File: src/include/mmio_defines.svh
`ifndef MMIO_DEFINES_SVH
`define MMIO_DEFINES_SVH

// Address map
`define MMIO_RAM_BASE    32'h0000_0000
`define MMIO_KEY_ADDR    32'h0001_0000
// Any address with bit 31 set belongs to the display
`define MMIO_DISP_BASE   32'h8000_0000

// RAM depth in 32-bit words
`define MMIO_RAM_WORDS   1024

// Cycles from start to keypad ready
`define MMIO_KEY_LATENCY 3

// Returned on reads of unmapped space
`define MMIO_BAD_WORD    32'hDEADBEEF

`endif

File: src/hdl/mmio_pkg.sv
package mmio_pkg;

    // Level-held CPU request, fetch when neither strobe is set
    typedef struct packed {
        logic [31:0] addr;
        logic [31:0] wdata;
        logic        read;
        logic        write;
    } cpu_req_t;

    typedef enum logic [1:0] {
        REG_RAM,
        REG_KEY,
        REG_DISP,
        REG_NONE
    } region_e;

    // Wishbone B4 classic, manager to subordinate
    typedef struct packed {
        logic [31:0] adr;
        logic [31:0] dat;
        logic [3:0]  sel;
        logic        we;
        logic        stb;
        logic        cyc;
    } wb_m2s_t;

    typedef struct packed {
        logic [31:0] dat;
        logic        ack;
    } wb_s2m_t;

    // Keypad status word as software sees it
    typedef struct packed {
        logic        pending;
        logic [23:0] zero;
        logic [1:0]  app;
        logic [4:0]  button;
    } key_word_t;

    typedef struct packed {
        logic [31:0] addr;
        logic [31:0] data;
    } disp_wr_t;

endpackage

File: src/hdl/keypad_register.sv
`timescale 1ns/1ps
`include "mmio_defines.svh"

module keypad_register (
    input  logic                clk,
    input  logic                reset,
    input  logic [4:0]          button_i,
    input  logic [1:0]          app_i,
    input  logic                rising_i,
    input  logic                start_i,
    output mmio_pkg::key_word_t word_o,
    output logic                ready_o
);
    localparam int LAT = `MMIO_KEY_LATENCY;

    logic [LAT-1:0] delay_q;
    logic           pending_q;
    logic [4:0]     button_q;
    logic [1:0]     app_q;

    always_ff @(posedge clk or posedge reset) begin
        if (reset) begin
            delay_q   <= '0;
            pending_q <= 1'b0;
        end else begin
            // Fixed read latency, one stage per cycle
            delay_q <= (delay_q << 1) | LAT'(start_i);

            // A new key press beats the clear from a read
            if (rising_i) begin
                pending_q <= 1'b1;
            end else if (ready_o) begin
                pending_q <= 1'b0;
            end
        end
    end

    // Captured codes
    always_ff @(posedge clk) begin
        if (rising_i) begin
            button_q <= button_i;
            app_q    <= app_i;
        end
    end

    assign ready_o = delay_q[LAT-1];

    always_comb begin
        word_o.pending = pending_q;
        word_o.zero    = '0;
        word_o.app     = app_q;
        word_o.button  = button_q;
    end

endmodule

File: config.mk
export PLATFORM = sky130hd
export DESIGN_NAME = keypad_register
export DESIGN_NICKNAME = d
export VERILOG_FILES = /design/src/hdl/mmio_pkg.sv /design/src/hdl/keypad_register.sv
export VERILOG_INCLUDE_DIRS = /design/src /design/src/include
export SDC_FILE = /design/constraint.sdc
export NUM_CORES = 1
export LEC_CHECK = 0
export BUFFER_PORTS_ARGS = -buffer_cell sky130_fd_sc_hd__buf_4
export CORE_UTILIZATION = 36
export CTS_CLUSTER_SIZE = 24
export DETAILED_ROUTE_END_ITERATION = 16
export GPL_TIMING_DRIVEN = 0
export MAX_ROUTING_LAYER = met4
export PLACE_DENSITY = 0.77
export SYNTH_ARGS = -nofsm -noshare
export SYNTH_HDL_FRONTEND = slang
export SYNTH_SLANG_ARGS = --single-unit
File: constraint.sdc
create_clock -name clk -period 0.95 [get_ports clk]
set_clock_uncertainty 0.15 [all_clocks]
set_input_delay 0.0475 -clock clk [delete_from_list [all_inputs] [get_ports clk]]
set_output_delay 0.0475 -clock clk [all_outputs]
set_load 0.005 [all_outputs]
==> results by group, run 1 <==
Clock tree
  • H-tree depth: 1
  • TritonCTS Buffers: 3
  • Num Clock Sinks: 11
  • CTS tree: done
  • Skew-Pair Late Insertion Delay: 0.26 ns
  • Root buffer cell: clkbuf_4
  • Clock Tree Buf Depth: 2
  • Clock-pin slew on the worst setup and hold paths: 0.06 ns
  • Post-CTS setup buffer count: 0

Cells and area
  • Area growth from synthesis to layout: 73.12%
  • Share of layout cells above drive strength 1: 0.4842
  • Fillers: 111
  • Non-filler instance count after layout: 110
  • Diode count: 0
  • Commonest non-fill, non-tap cell in the layout: buf_4
  • Nets@finish: 107
  • Most frequent cells in the layout: 40 x buf_4, 24 x conb_1, 10 x dlygate4sd3_1

Worst setup path
  • CP Data Required Time: 0.75 ns
  • Crit path depth: 1
  • CP startpoint: pending_q
  • Critical-path top delay cell: dfrtp_1
  • FF-to-FF path depth: 2
  • RR Endpoint: pending_q
  • Critical path class: reg2out
  • Type of origin of the critical path: flip-flop
  • WP buf/inv: 1
  • Crit-path max cell delay: 0.40 ns
  • FF-to-FF setup slack: 0.11 ns
  • Critical Path Sink Type: output pin
  • Setup crit end: word_o[31]
  • Crit path arrival time: 0.78 ns
  • CP Cell Sequence: buf_6
  • Crit path max fanout: 2
  • CP top delay family: flip-flops
  • R2r startpoint: delay_q[2]

Route
  • Detailed Routing Iterations Pass 1: 2
  • Starting DRT DRC Count: 3
  • DR vias: 355
  • Wire length per cell: 7.418 um
  • Routed WL: 816 um
  • DR DRC count: 0
  • Final ANT Viol Nets: 0
  • Via-per-instance ratio: 3.227

Global route
  • Largest net degree at the start of global routing: 9
  • Congestion Overflow GR: 0
  • Global-route usage over all layers: 0.1310
  • Vias in the first global route: 289
  • Global-route wire length before repair: 1200 um
  • Initial antenna violation count: 0

Pwr
  • Max IR drop VDD: 0.9961 mV
  • PwrDens: 1211 mW/mm^2
  • P_leak: 0.0004908 uW

Timing
  • RSZ-0062 raised after global routing: true
  • Fin crit share: 1.024
  • Fmax achieved: 1028 MHz
  • Final worst setup slack: -0.02267 ns
  • Max Slew Vio Count: 0
  • # setup viols final: 8
  • Final hold vios: 0
  • Crit path time final: 0.9727 ns
  • TNS Setup: -0.09823 ns

Synth
  • Synthesized instance count: 40
  • Synth top area share: 0.4068
  • Ys Warns: 0
  • Synthesized cell area: 516.7 sq um
  • Post-synthesis sequential area ratio: 0.6005
  • Largest cells by area after synthesis: edfxtp_1 41%, buf_4 36%, dfrtp_1 19%
  • Seq cells post-synth: 11
  • Post-synth top area cell: edfxtp_1
  • Avg Cell Area, Syn: 12.92 sq um
  • Synth unique cells: 6

Place
  • RD Place Congestion: 0.6430
  • Port buffer count: 19
  • HPWL reported at the end of detailed placement: 632.6 um
  • Post-placement cell count: 97
  • Pre-CTS setup slack: 0.1302 ns

Floorplanning
  • # rows: 13
  • Die area: 0.001591 sq mm
  • Die W: 39.89 um
  • Die height: 39.89 um
  • Core Area: 0.001318 sq mm
  • Starting Density: 0.3922
  • IO Count: 44

Min path
  • Worst hold path class: in2async

Status
  • Failing checks: negative setup slack
  • Outcome: finished with violations

Job
  • Max Cap Violations: 0
power by group:
group	total [uW]	internal, uW	switching, uW
Combinational	223	153	69.3
Sequential	558	547	11.3
Clock	302	162	140
Total	1080	862	221
stage by stage:
step                        util  hold WS, ns  power, uW  cell area, sq um
after floorplan                -      -0.3364      671.8             603.1
after global placement    0.5802      -0.2153      747.1             764.5
after detailed placement  0.5802      -0.2080      751.7             764.5
after CTS                 0.6762      0.06563       1100             890.9
after global routing      0.6790      0.07872       1158             894.6
final                     0.6790      0.06983       1083             894.6
sequential cells by signal, summed over array words and instances (netlist names):
register   cells
app_q          2
pending_q      1
button_q       5
delay_q        3
logic make-up after synthesis:
kind of cell | Yosys count | synth area share
AOI/OAI and AO/OA | 1 | 0.01453
buffers and inverters | 27 | 0.3777
DFF | 11 | 0.6005
other | 1 | 0.007257
how the worst min path moves through the flow:
stage               start         end  slack, ns
finish              reset  delay_q[0]       0.07
global route        reset  delay_q[1]       0.08
CTS                 reset  delay_q[0]       0.07
detailed placement  reset  delay_q[0]      -0.21
global placement    reset  delay_q[0]      -0.22
floorplan           reset  delay_q[0]      -0.34
cell type report:
cell class	instances	area (sq um)	area share
timing repair buffer	29	254.0	0.2839
clock buffer	4	26.28	0.02937
multi-input combinational	25	97.59	0.1091
buffer	24	180.2	0.2014
sequential	11	310.3	0.3469
inverter	2	7.507	0.008392
tap	15	18.77	0.02098
timing repair:
item,in CTS,in global routing
resized for setup,2,1
hold buffers,10,0
cloned,0,0
hold endpoints to repair,20,0
endpoints found under the setup margin,9,9
pin swaps,0,0
synthesized netlist by cell type, drive strengths merged:
cell / n
a21o: 1
buf: 25
conb: 1
dfrtp: 4
edfxtp: 7
inv: 2
metal layers:
layer,vias to the layer above,GRT usage,part of all wire
li1,186,-,-
met1,150,0.1227,0.34
met2,19,0.2097,0.56
met3,0,0.08523,0.098
met4,0,0.05172,0
met5,-,-,0
worst reg2reg max path: cells and delay by family (launching register included):
family	cells	cell delay, ns
compound gates	1	0.17
flops	1	0.36
buf+inv	1	0.05
No activity file was read; power rests on OpenSTA's default activity.
==> run 2, diff against run 1 <==
--- a/config.mk
+++ b/config.mk
@@ -8,3 +8,5 @@
 export LEC_CHECK = 0
+export ABC_AREA = 1
 export BUFFER_PORTS_ARGS = -buffer_cell sky130_fd_sc_hd__buf_4
+export CORE_MARGIN = 2
 export CORE_UTILIZATION = 36
==> constraint.sdc (replaced) <==
create_clock -name clk -period 0.95 [get_ports clk]
set_clock_uncertainty 0.15 [all_clocks]
set_input_delay 0.19 -clock clk [delete_from_list [all_inputs] [get_ports clk]]
set_output_delay 0.19 -clock clk [all_outputs]
set_load 0.005 [all_outputs]
==> results by group, run 2 <==
Status
  • Outcome: finished with violations
  • Failing checks: negative hold slack, negative setup slack

Worst setup path
  • Setup crit end: word_o[5]
  • Crit path max fanout: 1 (-1)
  • WP buf/inv: 1 (unchanged)
  • Crit path arrival time: 0.79 ns (about the same)
  • Crit-path max cell delay: 0.38 ns (-0.02 ns)
  • Type of origin of the critical path: flip-flop
  • CP Data Required Time: 0.61 ns (-0.14 ns)
  • Crit path depth: 1 (unchanged)
  • CP top delay family: flip-flops
  • RR Endpoint: pending_q
  • Critical Path Sink Type: output pin
  • Critical path class: reg2out
  • R2r startpoint: pending_q
  • CP startpoint: app_q[0]
  • FF-to-FF setup slack: 0.19 ns (+0.08 ns)
  • CP Cell Sequence: buf_4
  • Critical-path top delay cell: edfxtp_1
  • FF-to-FF path depth: 2 (unchanged)

Floorplanning
  • Starting Density: 0.3902 (-0.001969)
  • Core Area: 0.001334 sq mm (+1.2%)
  • # rows: 13 (unchanged)
  • Die area: 0.001766 sq mm (+11%)
  • IO Count: 44 (unchanged)
  • Die height: 42.03 um (+5.4%)
  • Die W: 42.03 um (+5.4%)

Synth
  • Avg Cell Area, Syn: 12.39 sq um (-4.1%)
  • Ys Warns: 0 (unchanged)
  • Number of synthesized flops with an enable pin: 7 (unchanged)
  • Simple-gate area share of the yosys netlist: 0.01442 (+0.01442)
  • Synthesized instance count: 42 (+5.0%)
  • Mux cell area share after synthesis: 0 (unchanged)
  • Synth top area share: 0.4038 (-0.002934)
  • Main flop type after synthesis: edfxtp_1
  • Synth top cells by count: 25 x buf_4, 7 x edfxtp_1, 4 x dfrtp_1
  • Largest family of logic cells by synthesized area: buffers and inverters
  • Post-synth top area cell: edfxtp_1
  • Seq cells post-synth: 11 (unchanged)
  • Synth Area in Compound Gates: 0 (-0.01453)
  • Synth unique cells: 6 (unchanged)
  • Synthesized cell area: 520.5 sq um (+0.73%)
  • Count leader, synth: buf_4
  • Asr flop ratio synth: 0.3636 (unchanged)
  • Largest cells by area after synthesis: edfxtp_1 40%, buf_4 36%, dfrtp_1 19%
  • Synth Area in Adders: 0 (unchanged)
  • Post-synthesis sequential area ratio: 0.5962 (-0.004330)
  • Synth Area in XOR/XNOR: 0 (unchanged)

Place
  • HPWL reported at the end of detailed placement: 744.3 um (+18%)
  • RD Place Congestion: 0.6978 (+8.5%)
  • Pre-CTS setup slack: 0.01086 ns (-0.1194 ns)
  • Port buffer count: 19 (unchanged)

Route
  • Highest routed layer: met4
  • DR vias: 343 (-3.4%)
  • DR WL met3: 75 um (-6.3%)
  • Final ANT Viol Nets: 0 (unchanged)
  • DRT met1 WL: 236 um (-14%)
  • Met2 WL: 479 um (+4.6%)
  • Detailed Routing Iterations Pass 1: 1 (-1)
  • Via-per-instance ratio: 3.298 (+2.2%)
  • Routed WL: 828 um (+1.5%)
  • Starting DRT DRC Count: 0 (-3)
  • Wire length per cell: 7.962 um (+7.3%)
  • DR DRC count: 0 (unchanged)

Pwr
  • PwrDens: 1298 mW/mm^2 (+7.3%)
  • Sequential power share: 0.527 (+0.012)
  • Gate power share: 0.185 (-0.021)
  • Max IR drop VDD: 0.7110 mV (-29%)
  • Psw: 219.5 uW (-0.66%)
  • P_leak: 0.0004616 uW (-6.0%)
  • Pint: 838.1 uW (-2.8%)
  • Total Power: 1058 uW (-2.3%)
  • Clock share of power: 0.288 (+0.009)
  • Sw frac: 0.2075 (+0.003529)

Clock tree
  • Clock Tree Buf Depth: 2 (unchanged)
  • Clock-pin slew on the worst setup and hold paths: 0.07 ns (about the same)
  • H-tree depth: 1 (unchanged)
  • CTS tree: done
  • # hold bufs at CTS: 2 (-8)
  • Skew-Pair Late Insertion Delay: 0.26 ns (about the same)
  • Num Clock Sinks: 11 (unchanged)
  • Root buffer cell: clkbuf_4
  • TritonCTS Buffers: 3 (unchanged)
  • Post-CTS setup buffer count: 0 (unchanged)

Timing
  • Final worst setup slack: -0.1800 ns (-0.1574 ns)
  • RSZ-0062 raised after global routing: true
  • Final hold slack: -0.04008 ns (-0.1099 ns)
  • # setup viols final: 9 (+1)
  • Max Slew Vio Count: 0 (unchanged)
  • Fin crit share: 1.189 (+0.1656)
  • Fmax achieved: 884.9 MHz (-14%)
  • Crit path time final: 1.130 ns (+0.1574 ns)
  • Final hold vios: 7 (+7)

Cells and area
  • Area growth from synthesis to layout: 56.49%
  • Diode count: 0 (unchanged)
  • Commonest non-fill, non-tap cell in the layout: buf_4
  • Nets@finish: 101 (-5.6%)
  • Top flop regs: button_q (5), delay_q (3), app_q (2)
  • Top reg by flops: button_q
  • Most frequent cells in the layout: 41 x buf_4, 24 x conb_1, 7 x edfxtp_1
  • Share of layout cells above drive strength 1: 0.5169 (+0.03264)
  • Max FFs per register: 5 (unchanged)

Global route
  • Global-route wire length before repair: 1200 um (unchanged)
  • Congestion Overflow GR: 0 (unchanged)
  • Largest net degree at the start of global routing: 9 (unchanged)
  • Initial antenna violation count: 0 (unchanged)
  • Vias in the first global route: 309 (+6.9%)
  • Global-route usage over all layers: 0.09888 (-0.03209)

Min path
  • Worst hold path class: in2reg

Job
  • Max Cap Violations: 0 (unchanged)
-- run 2: cell type report --
type	instances	area, sq um
plain buffers	24	180.2
clock buffers	4	26.28
fillers	107	519.2
inverters	3	11.26
multi-input cells	26	97.59
flip-flops and latches	11	310.3
well taps	15	18.77
repair buffers	21	170.2
-- run 2: what timing repair did --
| item | CTS | global route |
|---|---|---|
| cloned | 0 | 0 |
| setup endpoints to repair | 9 | 9 |
| gates resized for setup | 2 | 0 |
| hold endpoints to repair | 12 | 7 |
-- run 2: worst min path at each step --
stage / to / depth (start not counted) / slack [ns] / startpoint
floorplan: delay_q[0] / 1 / -0.19 / reset
global placement: delay_q[0] / 2 / -0.07 / reset
detailed placement: delay_q[0] / 2 / -0.06 / reset
CTS: button_q[0] / 1 / -0.05 / button_i[0]
global route: app_q[1] / 1 / -0.06 / app_i[1]
finish: button_q[0] / 1 / -0.04 / button_i[0]
-- run 2: logic make-up (layout without fill, tap and decap cells) --
kind of cell	Yosys count	in the layout
other	1	24
buffers and inverters	28	52
DFF	11	11
and+or+nand+nor	2	2
-- run 2: per-stage QoR --
stage / setup TNS, ns / hold WS (ns) / area, sq um / utilization / cells
6_report: -1.355 / -0.04008 / 814.5 / 0.6107 / 104
5_1_grt: -1.721 / -0.05576 / 814.5 / 0.6107 / 104
4_1_cts: -1.468 / -0.04651 / 814.5 / 0.6107 / 104
3_5_place_dp: 0 / -0.05735 / 768.2 / 0.5760 / 99
3_3_place_gp: 0 / -0.06895 / 768.2 / 0.5760 / 99
2_1_floorplan: 0 / -0.1939 / 606.8 / - / 65
-- run 2: layer usage --
metal	global-route usage	vias up
li1	-	175
met1	0.07222	138
met2	0.1875	26
met3	0.02155	4
met4	0.09375	0
met5	-	-
-- run 2: power by group through the flow --
| stage | combinational [uW] | clock [uW] | sequential, uW |
|---|---|---|---|
| global placement | 184 | 0 | 565 |
| CTS | 193 | 313 | 559 |
| floorplan | 103 | 0 | 569 |
| finish | 196 | 304 | 557 |
| detailed placement | 188 | 0 | 568 |
| global route | 212 | 339 | 562 |
==> run 3, diff against run 2 <==
REMOVE_ABC_BUFFERS = 1   (was unset)
==> results by group, run 3 (synthesized netlist as in run 2, its figures left out) <==
Worst setup path
  • R2r startpoint: delay_q[2]
  • Crit-path max cell delay: 0.39 ns (about the same)
  • CP top delay family: flip-flops
  • WP buf/inv: 1 (unchanged)
  • Crit path arrival time: 0.78 ns (about the same)
  • RR Endpoint: pending_q
  • CP Cell Sequence: buf_6
  • Critical path class: reg2out
  • CP Data Required Time: 0.61 ns (about the same)
  • Crit path max fanout: 1 (unchanged)
  • FF-to-FF setup slack: 0.09 ns (-0.10 ns)
  • Critical Path Sink Type: output pin
  • Critical-path top delay cell: edfxtp_1
  • Type of origin of the critical path: flip-flop
  • FF-to-FF path depth: 4 (+2)

Timing
  • Final hold vios: 7 (unchanged)
  • Fin crit share: 1.184 (-0.005633)
  • Max Slew Vio Count: 0 (unchanged)
  • Final worst setup slack: -0.1747 ns (+0.005351 ns)
  • # setup viols final: 9 (unchanged)
  • Crit path time final: 1.125 ns (-0.005351 ns)
  • Final hold slack: -0.04584 ns (-0.005763 ns)
  • RSZ-0062 raised after global routing: true
  • Fmax achieved: 889.1 MHz (+0.48%)
  • TNS Setup: -1.408 ns (-0.05266 ns)

Place
  • Pre-CTS setup slack: 0.1137 ns (+0.1028 ns)
  • HPWL reported at the end of detailed placement: 524.6 um (-30%)
  • Port buffer count: 19 (unchanged)
  • RD Place Congestion: 0.6948 (-0.43%)
  • Area after DPL: 580.6 sq um (-24%)

Global route
  • Largest net degree at the start of global routing: 9 (unchanged)
  • Initial antenna violation count: 0 (unchanged)
  • Global-route usage over all layers: 0.09142 (-0.007463)
  • Vias in the first global route: 250 (-19%)
  • Global-route wire length before repair: 1138 um (-5.2%)
  • Congestion Overflow GR: 0 (unchanged)

Min path
  • Worst hold path class: in2reg
  • Worst Min Path Start: button_i[4]
  • WHS Path Cells: 1 (unchanged)
  • Hold EP: button_q[4]

Clock tree
  • Num Clock Sinks: 11 (unchanged)
  • Clock Tree Buf Depth: 2 (unchanged)
  • CTS tree: done
  • Skew-Pair Late Insertion Delay: 0.26 ns (about the same)
  • Root buffer cell: clkbuf_4
  • H-tree depth: 1 (unchanged)
  • # hold bufs at CTS: 2 (unchanged)
  • TritonCTS Buffers: 3 (unchanged)
  • Clock-pin slew on the worst setup and hold paths: 0.07 ns (about the same)

Route
  • Via-per-instance ratio: 3.346 (+1.4%)
  • Starting DRT DRC Count: 3 (+3)
  • Detailed Routing Iterations Pass 1: 2 (+1)
  • Routed WL: 710 um (-14%)
  • DR vias: 271 (-21%)
  • Wire length per cell: 8.765 um (+10%)
  • Final ANT Viol Nets: 0 (unchanged)
  • DR DRC count: 0 (unchanged)

Floorplanning
  • Core Area: 0.001334 sq mm (unchanged)
  • Die area: 0.001766 sq mm (unchanged)
  • Die height: 42.03 um (unchanged)
  • Die W: 42.03 um (unchanged)
  • # rows: 13 (unchanged)
  • Starting Density: 0.3902 (unchanged)
  • IO Count: 44 (unchanged)

Cells and area
  • Diode count: 0 (unchanged)
  • Max FFs per register: 5 (unchanged)
  • Area occupied by multi-input gates: 97.59 sq um (unchanged)
  • Design area: 653.1 sq um (-20%)
  • Commonest non-fill, non-tap cell in the layout: conb_1
  • Nets@finish: 78 (-23%)
  • Most frequent cells in the layout: 24 x conb_1, 15 x buf_4, 7 x edfxtp_1
  • Top flop regs: button_q (5), delay_q (3), app_q (2)
  • Fillers: 132 (+23%)
  • Area growth from synthesis to layout: 25.48%
  • Top reg by flops: button_q
  • Sequential Area: 310.3 sq um (unchanged)
  • Share of layout cells above drive strength 1: 0.3485 (-0.1684)

Pwr
  • Max IR drop VDD: 0.9006 mV (+27%)
  • P_leak: 0.0003391 uW (-27%)
  • PwrDens: 1523 mW/mm^2 (+17%)
  • Total Power: 994.5 uW (-6.0%)

Status
  • Failing checks: negative hold slack, negative setup slack
  • Outcome: finished with violations

Job
  • Max Cap Violations: 0 (unchanged)
run 3: cell count changes in the layout (fill, tap and decap cells not counted):
cell	change
buf_4	-26
buf_6	+3
run 3: cell type report:
class,instances,area share
Inverter,3,0.01724
Sequential cell,11,0.4751
Clock buffer,4,0.04023
Tap cell,15,0.02874
Timing Repair Buffer,22,0.2893
Multi-Input combinational cell,26,0.1494
run 3: routing by layer:
| metal | GRT usage | wire (um) | vias to the layer above |
|---|---|---|---|
| met5 | - | 0 | - |
| met4 | 0.05625 | 0 | 0 |
| met3 | 0.03448 | 83 | 0 |
| met2 | 0.1438 | 419 | 20 |
| met1 | 0.09722 | 207 | 122 |
| li1 | - | - | 129 |
run 3: power by group:
| group | internal (uW) | switching, uW |
|---|---|---|
| clock | 162 | 141 |
| combinational | 76.5 | 54.4 |
| sequential | 547 | 13.5 |
| total | 785 | 209 |
run 3: worst max-delay path by stage:
stage               cells after the start         from    endpoint  slack [ns]
floorplan                               2    pending_q   pending_q        0.22
global placement                        1    pending_q  word_o[31]        0.12
detailed placement                      1    pending_q  word_o[31]        0.11
CTS                                     1  button_q[0]   word_o[0]       -0.18
global route                            1  button_q[1]   word_o[1]       -0.23
finish                                  1  button_q[1]   word_o[1]       -0.17
run 3: per-stage QoR:
step	cells	util	hold slack, ns
finish	81	0.4897	-0.04584
global route	81	0.4897	-0.06823
CTS	80	0.4756	-0.05663
detailed placement	74	0.4353	-0.06199
global placement	74	0.4353	-0.06954
floorplan	40	-	-0.1939
run 3: repair_timing:
item | 4_1_cts | 5_1_grt
buffers inserted | 0 | 1
endpoints found under the setup margin | 9 | 9
gates resized for setup | 2 | 3
endpoints found under the hold margin | 12 | 7
